`config.mk`:
```
export PLATFORM = sky130hd
export DESIGN_NAME = uart_word_link
export DESIGN_NICKNAME = d
export VERILOG_FILES = /design/src/hw/word_pkg.sv /design/src/hw/uart_pkg.sv /design/src/hw/uart_word_link.sv /design/src/hw/tx_word_splitter.sv /design/src/hw/rx_word_assembler.sv /design/src/hw/uart_tx.sv /design/src/hw/uart_rx.sv /design/src/hw/baud_tick_gen.sv
export SDC_FILE = /design/constraint.sdc
export NUM_CORES = 1
export LEC_CHECK = 0
export BUFFER_PORTS_ARGS = -buffer_cell sky130_fd_sc_hd__buf_2
export CELL_PAD_IN_SITES_DETAIL_PLACEMENT = 1
export CELL_PAD_IN_SITES_GLOBAL_PLACEMENT = 2
export CORE_MARGIN = 8
export CORE_UTILIZATION = 42
export CTS_CLUSTER_DIAMETER = 60
export DETAILED_ROUTE_END_ITERATION = 7
export GPL_TIMING_DRIVEN = 0
export PLACE_DENSITY_LB_ADDON = 0.1
export SLEW_MARGIN = 20
export SYNTH_ARGS = -nofsm -noshare
export SYNTH_HDL_FRONTEND = slang
export SYNTH_SLANG_ARGS = --single-unit
export TNS_END_PERCENT = 20
```
`constraint.sdc`:
```
create_clock -name clk -period 6 [get_ports clk]
set_clock_uncertainty 0.2 [all_clocks]
set_input_delay 0.6 -clock clk [delete_from_list [all_inputs] [get_ports clk]]
set_output_delay 0.6 -clock clk [all_outputs]
set_load 0.05 [all_outputs]
```
`src/hw/word_pkg.sv`:
```
package word_pkg;

    ////////////////////////////////////////////////////////////
    // Parallel side of the link
    ////////////////////////////////////////////////////////////

    // Width of one memory word
    localparam int word_bits = 32;

    // Serial bytes packed into one word
    localparam int bytes_per_word = 4;

    // Byte lane index width
    localparam int lane_w = $clog2(bytes_per_word);

    // Data word and write address
    typedef logic [word_bits-1:0] word_t;
    typedef logic [31:0] addr_t;

    // Byte addressing, one word per write
    localparam addr_t addr_step = 32'd4;

endpackage

```
`src/hw/uart_pkg.sv`:
```
package uart_pkg;

    ////////////////////////////////////////////////////////////
    // Serial frame timing, 8N1
    ////////////////////////////////////////////////////////////

    // Oversampling ticks per serial bit
    localparam int os_rate = 16;

    // Data bits carried in one frame
    localparam int data_bits = 8;

    // Tick count to the middle of a bit cell
    localparam int mid_tick = os_rate / 2;

    // Counter widths for tick and bit positions
    localparam int tick_w = $clog2(os_rate);
    localparam int bit_w = $clog2(data_bits);

    ////////////////////////////////////////////////////////////
    // Serial payload
    ////////////////////////////////////////////////////////////

    // One received or transmitted byte
    typedef logic [data_bits-1:0] byte_t;

endpackage
```
`src/hw/uart_word_link.sv`:
```
module uart_word_link #(
    parameter int clks_per_tick = 27
) (
    input  logic            clk,
    input  logic            arst_n,
    input  logic            rx,
    output logic            tx,
    output logic            frame_err,
    output logic            write,
    output word_pkg::addr_t wr_addr,
    output word_pkg::word_t wr_data,
    input  logic            word_start,
    input  word_pkg::word_t tx_word,
    output logic            tx_ready
);

    import uart_pkg::*;

    // Shared oversampling strobe
    logic  tick;
    // Receive byte path
    byte_t rx_byte;
    logic  rx_done;
    // Transmit byte handshake
    logic  tx_start;
    byte_t tx_byte;
    logic  tx_done;

    ////////////////////////////////////////////////////////////
    // Baud timing
    ////////////////////////////////////////////////////////////

    baud_tick_gen #(
        .clks_per_tick(clks_per_tick)
    ) u_baud (
        .clk   (clk),
        .arst_n(arst_n),
        .tick  (tick)
    );

    ////////////////////////////////////////////////////////////
    // Receive path, serial to addressed writes
    ////////////////////////////////////////////////////////////

    uart_rx u_rx (
        .clk      (clk),
        .arst_n   (arst_n),
        .tick     (tick),
        .rx       (rx),
        .rx_byte  (rx_byte),
        .rx_done  (rx_done),
        .frame_err(frame_err)
    );

    rx_word_assembler u_rx_asm (
        .clk    (clk),
        .arst_n (arst_n),
        .rx_done(rx_done),
        .rx_byte(rx_byte),
        .write  (write),
        .wr_addr(wr_addr),
        .wr_data(wr_data)
    );

    ////////////////////////////////////////////////////////////
    // Transmit path, result word to serial
    ////////////////////////////////////////////////////////////

    tx_word_splitter u_tx_split (
        .clk       (clk),
        .arst_n    (arst_n),
        .word_start(word_start),
        .tx_word   (tx_word),
        .tx_ready  (tx_ready),
        .tx_start  (tx_start),
        .tx_byte   (tx_byte),
        .tx_done   (tx_done)
    );

    uart_tx u_tx (
        .clk     (clk),
        .arst_n  (arst_n),
        .tick    (tick),
        .tx_start(tx_start),
        .tx_byte (tx_byte),
        .tx      (tx),
        .tx_done (tx_done)
    );

endmodule

```
`src/hw/tx_word_splitter.sv`:
```
module tx_word_splitter (
    input  logic            clk,
    input  logic            arst_n,
    input  logic            word_start,
    input  word_pkg::word_t tx_word,
    output logic            tx_ready,
    output logic            tx_start,
    output uart_pkg::byte_t tx_byte,
    input  logic            tx_done
);

    import uart_pkg::*;
    import word_pkg::*;

    // Width of one byte lane
    localparam int lane_bits = $bits(byte_t);

    logic [lane_w-1:0] lane;
    word_t             word_q;
    logic              accept;
    logic              last_lane;

    // Starts outside the idle state are dropped
    assign accept = word_start && tx_ready;
    assign last_lane = (lane == lane_w'(bytes_per_word - 1));

    ////////////////////////////////////////////////////////////
    // Byte sequencer, tx_ready is the idle state
    ////////////////////////////////////////////////////////////

    always_ff @(posedge clk or negedge arst_n) begin
        if (!arst_n) begin
            tx_ready <= 1'b1;
            tx_start <= 1'b0;
            lane     <= '0;
        end else begin
            tx_start <= 1'b0;
            if (accept) begin
                // Lane 0 goes out right away
                tx_ready <= 1'b0;
                tx_start <= 1'b1;
                lane     <= '0;
            end else if (!tx_ready && tx_done) begin
                if (last_lane) begin
                    tx_ready <= 1'b1;
                end else begin
                    lane     <= lane + 1'b1;
                    tx_start <= 1'b1;
                end
            end
        end
    end

    // Word copy for the whole send
    always_ff @(posedge clk) begin
        if (accept) begin
            word_q <= tx_word;
        end
    end

    // Lane select, LSB first
    assign tx_byte = word_q[lane*lane_bits +: lane_bits];

    a_start_busy: assert property (@(posedge clk) disable iff (!arst_n)
        tx_start |-> !tx_ready)
        else $error("tx_start outside a word");

endmodule

```
`src/hw/rx_word_assembler.sv`:
```
module rx_word_assembler (
    input  logic            clk,
    input  logic            arst_n,
    input  logic            rx_done,
    input  uart_pkg::byte_t rx_byte,
    output logic            write,
    output word_pkg::addr_t wr_addr,
    output word_pkg::word_t wr_data
);

    import uart_pkg::*;
    import word_pkg::*;

    // Width of one byte lane
    localparam int lane_bits = $bits(byte_t);

    logic [lane_w-1:0] byte_cnt;
    logic              last_lane;

    // Fourth byte of the word
    assign last_lane = (byte_cnt == lane_w'(bytes_per_word - 1));

    ////////////////////////////////////////////////////////////
    // Lane counter, write strobe, address
    ////////////////////////////////////////////////////////////

    always_ff @(posedge clk or negedge arst_n) begin
        if (!arst_n) begin
            byte_cnt <= '0;
            write    <= 1'b0;
            wr_addr  <= '0;
        end else begin
            // One cycle after the closing byte
            write <= rx_done && last_lane;
            if (rx_done) begin
                byte_cnt <= last_lane ? '0 : byte_cnt + 1'b1;
            end
            // Address moves on once the write is out
            if (write) begin
                wr_addr <= wr_addr + addr_step;
            end
        end
    end

    // Byte lanes filled from lane 0 upward
    always_ff @(posedge clk) begin
        if (rx_done) begin
            wr_data[byte_cnt*lane_bits +: lane_bits] <= rx_byte;
        end
    end

    a_write_pulse: assert property (@(posedge clk) disable iff (!arst_n)
        write |=> !write)
        else $error("write held longer than one cycle");

endmodule

```
`src/hw/uart_tx.sv`:
```
module uart_tx (
    input  logic            clk,
    input  logic            arst_n,
    input  logic            tick,
    input  logic            tx_start,
    input  uart_pkg::byte_t tx_byte,
    output logic            tx,
    output logic            tx_done
);

    import uart_pkg::*;

    // FSM encoding
    localparam logic [1:0] st_idle  = 2'd0;
    localparam logic [1:0] st_start = 2'd1;
    localparam logic [1:0] st_data  = 2'd2;
    localparam logic [1:0] st_stop  = 2'd3;

    logic [1:0]        state;
    logic [tick_w-1:0] tick_cnt;
    logic [bit_w-1:0]  bit_cnt;
    byte_t             shreg;
    logic              bit_end;

    // Current bit has lasted os_rate ticks
    assign bit_end = tick && (tick_cnt == tick_w'(os_rate - 1));

    ////////////////////////////////////////////////////////////
    // Frame FSM, line driven from a register
    ////////////////////////////////////////////////////////////

    always_ff @(posedge clk or negedge arst_n) begin
        if (!arst_n) begin
            state    <= st_idle;
            tick_cnt <= '0;
            bit_cnt  <= '0;
            tx       <= 1'b1;
            tx_done  <= 1'b0;
        end else begin
            tx_done <= 1'b0;
            case (state)
                st_idle: begin
                    if (tx_start) begin
                        // Start bit on the next cycle
                        state    <= st_start;
                        tick_cnt <= '0;
                        tx       <= 1'b0;
                    end
                end
                st_start: begin
                    if (bit_end) begin
                        state    <= st_data;
                        tick_cnt <= '0;
                        bit_cnt  <= '0;
                        tx       <= shreg[0];
                    end else if (tick) begin
                        tick_cnt <= tick_cnt + 1'b1;
                    end
                end
                st_data: begin
                    if (bit_end) begin
                        tick_cnt <= '0;
                        if (bit_cnt == bit_w'(data_bits - 1)) begin
                            state <= st_stop;
                            tx    <= 1'b1;
                        end else begin
                            bit_cnt <= bit_cnt + 1'b1;
                            // Next bit before the shift lands
                            tx      <= shreg[1];
                        end
                    end else if (tick) begin
                        tick_cnt <= tick_cnt + 1'b1;
                    end
                end
                st_stop: begin
                    if (bit_end) begin
                        state   <= st_idle;
                        tx_done <= 1'b1;
                    end else if (tick) begin
                        tick_cnt <= tick_cnt + 1'b1;
                    end
                end
                default: state <= st_idle;
            endcase
        end
    end

    // Byte latch and LSB-first shift
    always_ff @(posedge clk) begin
        if ((state == st_idle) && tx_start) begin
            shreg <= tx_byte;
        end else if ((state == st_data) && bit_end) begin
            shreg <= shreg >> 1;
        end
    end

    a_start_idle: assert property (@(posedge clk) disable iff (!arst_n)
        tx_start |-> (state == st_idle))
        else $error("tx_start while transmitter busy");

endmodule

```
`src/hw/uart_rx.sv`:
```
module uart_rx (
    input  logic            clk,
    input  logic            arst_n,
    input  logic            tick,
    input  logic            rx,
    output uart_pkg::byte_t rx_byte,
    output logic            rx_done,
    output logic            frame_err
);

    import uart_pkg::*;

    // FSM encoding
    localparam logic [1:0] st_idle  = 2'd0;
    localparam logic [1:0] st_start = 2'd1;
    localparam logic [1:0] st_data  = 2'd2;
    localparam logic [1:0] st_stop  = 2'd3;

    logic              rx_meta;
    logic              rx_sync;
    logic [1:0]        state;
    logic [tick_w-1:0] tick_cnt;
    logic [bit_w-1:0]  bit_cnt;
    byte_t             shreg;
    logic              start_mid;
    logic              bit_end;

    // Middle of the start bit
    assign start_mid = tick && (tick_cnt == tick_w'(mid_tick - 1));
    // One full bit after the last sample point
    assign bit_end = tick && (tick_cnt == tick_w'(os_rate - 1));

    ////////////////////////////////////////////////////////////
    // Input synchronizer
    ////////////////////////////////////////////////////////////

    // Idle line is high
    always_ff @(posedge clk or negedge arst_n) begin
        if (!arst_n) begin
            rx_meta <= 1'b1;
            rx_sync <= 1'b1;
        end else begin
            rx_meta <= rx;
            rx_sync <= rx_meta;
        end
    end

    ////////////////////////////////////////////////////////////
    // Frame FSM
    ////////////////////////////////////////////////////////////

    always_ff @(posedge clk or negedge arst_n) begin
        if (!arst_n) begin
            state     <= st_idle;
            tick_cnt  <= '0;
            bit_cnt   <= '0;
            rx_done   <= 1'b0;
            frame_err <= 1'b0;
        end else begin
            // Status flags are single-cycle pulses
            rx_done   <= 1'b0;
            frame_err <= 1'b0;
            case (state)
                st_idle: begin
                    // Falling edge starts the midpoint search
                    if (!rx_sync) begin
                        state    <= st_start;
                        tick_cnt <= '0;
                    end
                end
                st_start: begin
                    if (start_mid) begin
                        tick_cnt <= '0;
                        bit_cnt  <= '0;
                        // High at midpoint means a glitch
                        state    <= rx_sync ? st_idle : st_data;
                    end else if (tick) begin
                        tick_cnt <= tick_cnt + 1'b1;
                    end
                end
                st_data: begin
                    if (bit_end) begin
                        tick_cnt <= '0;
                        bit_cnt  <= bit_cnt + 1'b1;
                        if (bit_cnt == bit_w'(data_bits - 1)) begin
                            state <= st_stop;
                        end
                    end else if (tick) begin
                        tick_cnt <= tick_cnt + 1'b1;
                    end
                end
                st_stop: begin
                    if (bit_end) begin
                        state     <= st_idle;
                        // Low stop bit drops the byte
                        rx_done   <= rx_sync;
                        frame_err <= !rx_sync;
                    end else if (tick) begin
                        tick_cnt <= tick_cnt + 1'b1;
                    end
                end
                default: state <= st_idle;
            endcase
        end
    end

    // Data shift, LSB arrives first
    always_ff @(posedge clk) begin
        if ((state == st_data) && bit_end) begin
            shreg <= {rx_sync, shreg[data_bits-1:1]};
        end
    end

    assign rx_byte = shreg;

    a_done_xor_err: assert property (@(posedge clk) disable iff (!arst_n)
        !(rx_done && frame_err))
        else $error("rx_done and frame_err high together");

endmodule

```
`src/hw/baud_tick_gen.sv`:
```
module baud_tick_gen #(
    parameter int clks_per_tick = 27
) (
    input  logic clk,
    input  logic arst_n,
    output logic tick
);

    // Keep at least one bit when no division is asked for
    localparam int cnt_w = (clks_per_tick > 1) ? $clog2(clks_per_tick) : 1;

    logic [cnt_w-1:0] cnt;
    logic             wrap;

    // Last count before wrapping
    assign wrap = (cnt == cnt_w'(clks_per_tick - 1));

    // Free-running divider, tick is registered on the wrap
    always_ff @(posedge clk or negedge arst_n) begin
        if (!arst_n) begin
            cnt  <= '0;
            tick <= 1'b0;
        end else begin
            cnt  <= wrap ? '0 : cnt + 1'b1;
            tick <= wrap;
        end
    end

    // Ticks stay isolated pulses once the divider is real
    a_tick_single: assert property (@(posedge clk) disable iff (!arst_n)
        ((clks_per_tick > 1) && tick) |=> !tick)
        else $error("tick high on two consecutive cycles");

endmodule

```
==> key figures, run 1 <==
Clock network
  – Maximum clock insertion buffer count: 2
  – Htree depth: 4
  – Sink Count: 147
  – Setup Fix Bufs, Post-CTS: 0
  – Cts bufs inserted: 17
  – CTS tree: done
  – Clk_lat worst skew: 420 ps
  – Root Buffer Master: clkbuf_16
  – Clock transition at path regs: 60 ps

Yosys
  – Register bit count reported by yosys: 147
  – Syn avg cell area: 14.14 um^2
  – Post-synthesis instance total: 454
  – Post-synth EDFFs: 80
  – Area of the mapped netlist: 6420 um^2
  – Number of distinct library cells after synthesis: 56
  – Register area share after synthesis: 63.61%
  – Async S/R FF share, synth: 45.58%
  – Yosys warns: 0
  – Main synth FF type: edfxtp_1

Worst setup path
  – Reg-to-Reg Start: u_rx_asm.byte_cnt[0]
  – Startpoint types: flip-flop
  – Critical Path Fanout Max: 8
  – WP data required: 6080 ps
  – Critical Path End Type: flip-flop
  – CP Class: flip-flop to flip-flop
  – Worst R2R Setup Slack: 3700 ps
  – Critical Path AT: 2380 ps
  – CP startpoint: u_rx_asm.byte_cnt[0]

Place
  – HPWL Detailed: 9736 um
  – GPL Wtd Cong: 0.7338
  – Post-DP Area: 7196 um^2
  – Place WS: 3425 ps
  – Port bufs: 101

Global routing
  – Grt ovf: 0
  – Vias in the first global route: 4344
  – Largest net degree at the start of global routing: 49
  – Antenna violations before repair: 0
  – Tot GR Track Use: 14.65%
  – First-pass GRT wire length: 22720 um

Die
  – Die Wd: 139.6 um
  – Initial cell density of the core: 42.55%
  – Die area: 19500 um^2
  – Die Span Y: 139.6 um
  – Ports: 104
  – Standard-cell rows: 45
  – Core area: 15090 um^2

Finish
  – Filler cell count: 1545
  – Finished Cell Area: 7750 um^2
  – Commonest non-fill, non-tap cell in the layout: buf_2
  – Layout Nets: 640
  – Commonest non-fill, non-tap cells in the layout: 102 x buf_2, 80 x edfxtp_1, 63 x dfrtp_1, 38 x and2_1, 27 x ha_1
  – Final Util: 51.36%
  – Ant. Diodes: 0
  – Area grow syn2layout: 20.72%
  – Fraction of layout cells with a size suffix above 1: 30.73%

Job
  – Max capacitance violation total: 0

STA
  – Endpoints failing hold: 0
  – Final setup vio count: 0
  – Achievable Freq: 435.1 MHz
  – Relative slew slack: 41.41%
  – Final Cycle Share: 38.30%
  – RSZ-0062 raised after global routing: false
  – Slew at the pin closest to its max-slew limit: 877.0 ps
  – TNS Setup: 0 ps
  – Final min period: 2298 ps
  – Fin. max-slew vios: 0
  – WHS: 81.03 ps
  – Setup ws final: 3702 ps

Pwr
  – Pwr dens: 292.1 nW/um^2
  – Max VDD drop: 0.2239 mV
  – Cell leakage power: 3.235 nW

Routing
  – Via density: 5.045
  – Post-route ant nets: 0
  – Average routed wire per standard cell: 17.37 um
  – Starting DRC count in detailed routing: 134
  – DRT Pass-1 Iters: 4
  – DRC viols: 0
  – Vias: 3920
  – DRT Wirelength: 13500 um

Run status
  – Status: complete, no violations

Worst hold path
  – Hold_sp: rx
  – Worst Hold Class: input port to flip-flop
## cell usage after synthesis, drive strengths merged, types with 2 or more instances
cell type / n / area, um^2
edfxtp: 80 / 2402
dfrtp: 63 / 1577
and2: 39 / 244.0
ha: 27 / 337.8
nand2: 26 / 100.1
xnor2: 26 / 227.7
nand3: 22 / 115.1
nor2: 17 / 63.81
inv: 16 / 60.06
o21ai: 14 / 70.07
nand4: 13 / 87.58
mux2: 12 / 142.6
and3: 9 / 61.31
buf: 9 / 73.82
nor3: 9 / 61.31
a21oi: 8 / 43.79
mux4: 8 / 180.2
xor2: 7 / 61.31
and4: 6 / 57.55
nor3b: 5 / 37.54
a22o: 4 / 35.03
dfstp: 4 / 105.1
mux2i: 4 / 40.04
a21bo: 2 / 20.02
a21o: 2 / 15.01
a221oi: 2 / 35.04
clkbuf: 2 / 7.510
nand2b: 2 / 12.51
nor2b: 2 / 12.51
o21bai: 2 / 18.77
## power by group
part / switching, W / leakage (nW) / internal [W] / total, W
Combinational: 0.000121 / 1.42 / 0.0000822 / 0.000203
Clock: 0.000406 / 0.258 / 0.000566 / 0.000972
Sequential: 0.0000115 / 1.56 / 0.00108 / 0.00109
## cell type report
| class | count | area [um^2] | area share, % |
|---|---|---|---|
| flip-flops and latches | 147 | 4084 | 52.70 |
| multi-input cells | 281 | 2205 | 28.45 |
| repair buffers | 103 | 545.5 | 7.039 |
| clock buffers | 18 | 429.2 | 5.538 |
| well taps | 188 | 235.2 | 3.035 |
| clock inverters | 13 | 110.1 | 1.421 |
| plain buffers | 11 | 81.33 | 1.049 |
| inverters | 16 | 60.06 | 0.7749 |
## per-stage QoR
stage | power, W | std cells
2_1_floorplan | 0.001248 | 455
3_3_place_gp | 0.001305 | 744
3_5_place_dp | 0.001313 | 745
4_1_cts | 0.002302 | 777
5_1_grt | 0.002362 | 777
6_report | 0.002264 | 777
## worst max-delay path, cell delays in order, from the launching register on
cell and delay, ps:
dfrtp_1 440, inv_1 170, ha_1 380, nor3b_1 740
and2_1 240
## sequential cells by signal (all words and copies together), names as in the netlist, 2 cells and up, named ones only
signal,flops
u_rx_asm.byte_cnt,2
u_tx.shreg,8
u_baud.cnt,5
u_rx.rx_byte,8
u_tx_split.lane,2
u_tx.tick_cnt,4
u_rx.bit_cnt,3
u_tx.bit_cnt,3
u_tx.state,2
u_rx_asm.wr_data,32
u_rx_asm.wr_addr,30
u_tx_split.word_q,32
u_rx.tick_cnt,4
## cell families after synthesis
family | Yosys count | share of synthesized area [%]
buffers and inverters | 27 | 2.202
xor gates and xnor gates | 33 | 4.502
and+or+nand+nor | 153 | 13.78
AOI/OAI and AO/OA | 42 | 4.931
other | 1 | 0.05841
adders and majority gates | 27 | 5.262
DFF | 147 | 63.61
muxes | 24 | 5.652
## layer usage
metal	routed length [um]	global-route usage, %	part of all wire, %
met5	0	0	0
met4	146	4.457	1.1
met3	592	4.514	4.4
met2	6821	24.96	51
met1	5937	17.49	44
## what timing repair did
item,CTS,global route
resized for setup,0,0
endpoints found under the setup margin,0,0
hold buffers,1,0
endpoints found under the hold margin,15,0
## worst paths after layout
check / endpoint / depth (start not counted)
min in group asynchronous: u_rx.frame_err / 2
worst min register to register: u_rx.rx_sync / 0
worst min-delay path: u_rx.rx_meta / 1
worst max register to register: u_rx_asm.wr_data[11] / 4
worst max-delay path: u_rx_asm.wr_data[11] / 4
max in group asynchronous: u_rx.tick_cnt[0] / 3
Power figures use the tool's default switching activity.
==> run 2: changes to the inputs <==
--- a/config.mk
+++ b/config.mk
@@ -9,7 +9,7 @@
 export CELL_PAD_IN_SITES_DETAIL_PLACEMENT = 1
 export CELL_PAD_IN_SITES_GLOBAL_PLACEMENT = 2
 export CORE_MARGIN = 8
-export CORE_UTILIZATION = 42
+export CORE_UTILIZATION = 39
 export CTS_CLUSTER_DIAMETER = 60
 export DETAILED_ROUTE_END_ITERATION = 7
 export GPL_TIMING_DRIVEN = 0
==> constraint.sdc (replaced) <==
create_clock -name clk -period 2.3 [get_ports clk]
set_clock_uncertainty 0.2 [all_clocks]
set_input_delay 0.23 -clock clk [delete_from_list [all_inputs] [get_ports clk]]
set_output_delay 0.23 -clock clk [all_outputs]
set_load 0.05 [all_outputs]
==> run 2 against run 1 <==
  * Register-to-register slack got worse by 3700 ps
  * Sequential power rose to 2.6 times the previous value
  * Critical path type unchanged
  * Final cell count increased by 8.6%
  * Worst hold slack better by 9.3 ps
  * First-iteration DRC count is 1.5% higher
  * Utilization decreased by 1.3 points
  * Routed wire length is 2.3% higher
==> key figures, run 2 (synthesis results as in run 1) <==
Run status
  – Status: complete, no violations

Finish
  – Commonest non-fill, non-tap cells in the layout: 102 x buf_2, 80 x edfxtp_1, 63 x dfrtp_1, 38 x and2_1, 35 x dlygate4sd3_1
  – Fraction of layout cells with a size suffix above 1: 29.49%
  – Largest regs: u_rx_asm.wr_data x32, u_tx_split.word_q x32, u_rx_asm.wr_addr x30
  – Layout Nets: 674
  – Finished Cell Area: 8180 um^2
  – Area grow syn2layout: 27.42%
  – Ant. Diodes: 0
  – Commonest non-fill, non-tap cell in the layout: buf_2

Global routing
  – Met3 Usage GRT: 3.797%
  – Vias in the first global route: 4448
  – Grt met2 use: 24.23%
  – Largest net degree at the start of global routing: 42
  – GR Util met1: 16.54%
  – Tot GR Track Use: 14.14%
  – First-pass GRT wire length: 22760 um
  – Busiest grt layer: met2
  – Grt ovf: 0
  – Antenna violations before repair: 0

Routing
  – Average routed wire per standard cell: 16.35 um
  – Post-route ant nets: 0
  – Starting DRC count in detailed routing: 136
  – DRT Wirelength: 13800 um
  – Vias: 4072
  – DRT Pass-1 Iters: 6
  – DRC viols: 0
  – Via density: 4.825

Pwr
  – Clock network power share: 44.3%
  – Max VDD drop: 0.5284 mV
  – Switching fraction of total power: 23.89%
  – Cell leakage power: 3.411 nW
  – Seq pwr share: 46.3%
  – Int Power: 0.004669 W
  – Comb power frac: 9.4%
  – Net switching power: 0.001465 W
  – Pwr dens: 749.8 nW/um^2

Die
  – Standard-cell rows: 47
  – Die Span Y: 144.3 um
  – Die area: 20820 um^2
  – Core area: 16350 um^2
  – Ports: 104
  – Die Wd: 144.3 um
  – Initial cell density of the core: 39.27%

Place
  – Port bufs: 101
  – Post-DP Area: 7236 um^2
  – Place WS: -232.6 ps
  – GPL Wtd Cong: 0.7280
  – HPWL Detailed: 9623 um

STA
  – WHS: 90.36 ps
  – Endpoints failing hold: 0
  – Final min period: 2288 ps
  – Final Cycle Share: 99.46%
  – Final setup vio count: 0
  – Achievable Freq: 437.2 MHz
  – Setup ws final: 12.49 ps
  – Slew at the pin closest to its max-slew limit: 861.0 ps
  – Fin. max-slew vios: 0
  – Relative slew slack: 42.48%
  – RSZ-0062 raised after global routing: true

Clock network
  – Sink Count: 147
  – Maximum clock insertion buffer count: 2
  – CTS tree: done
  – Clock transition at path regs: 60 ps
  – Clk_lat worst skew: 420 ps
  – Cts bufs inserted: 17
  – Htree depth: 4
  – Root Buffer Master: clkbuf_16

Worst setup path
  – Critical Path End Type: flip-flop
  – Startpoint types: flip-flop
  – CP Class: flip-flop to flip-flop
  – WP data required: 2380 ps
  – Critical Path Fanout Max: 8
  – Critical Path AT: 2370 ps

Worst hold path
  – Worst Hold Class: input port to asynchronous set/reset pin

Job
  – Max capacitance violation total: 0
## run 2: repair_timing
item / CTS / global route
gates resized for setup: 1 / 2
hold endpoints to repair: 97 / 0
endpoints found under the setup margin: 8 / 40
setup buffers: 0 / 0
hold buffers: 35 / 0
## run 2: final cells by class
type | instances | area [um^2]
Fill cell | 1694 | 8168
Sequential cell | 147 | 4084
Multi-Input combinational cell | 281 | 2216
Timing Repair Buffer | 137 | 885.9
Clock buffer | 18 | 429.2
Tap cell | 220 | 275.3
Clock inverter | 14 | 148.9
Buffer | 11 | 81.33
Inverter | 16 | 60.06
## run 2: through the flow
step | cells | setup TNS, ps | power (W) | util [%]
floorplan | 455 | 0 | 0.003257 | -
global placement | 776 | -1464 | 0.003405 | 44.07
detailed placement | 777 | -1859 | 0.003426 | 44.26
CTS | 844 | 0 | 0.006212 | 49.97
global route | 844 | -3374 | 0.006400 | 50.04
finish | 844 | 0 | 0.006134 | 50.04
## run 2: power by group through the flow
stage	Combinational [W]	Clock (W)	Sequential, W
after floorplan	0.000342	0	0.00292
after global routing	0.000642	0.00291	0.00285
after CTS	0.000580	0.00279	0.00284
after detailed placement	0.000530	0	0.00290
final	0.000576	0.00272	0.00284
after global placement	0.000515	0	0.00289
## run 2: final timing paths
check                                       end  slack, ps  depth (start not counted)                 start
max                        u_rx_asm.wr_data[20]         10                          4  u_rx_asm.byte_cnt[0]
min                        u_rx_asm.wr_addr[26]         90                          2                arst_n
max reg2reg                u_rx_asm.wr_data[20]         10                          4  u_rx_asm.byte_cnt[0]
min reg2reg                        u_rx.rx_sync        160                          0          u_rx.rx_meta
max in group asynchronous   u_tx_split.tx_ready       1200                          3                arst_n
min in group clk                   u_rx.rx_sync        160                          0          u_rx.rx_meta
## run 2: routing by layer
layer	wire, um	up-vias
met5	0	-
met4	185	0
met3	668	15
met2	7021	82
met1	5927	2022
li1	-	1953
## run 2: critical path: stages (launching register included)
cell	delay, ps
dfrtp_1	440
inv_1	170
ha_1	380
nor3b_1	730
and2_1	240
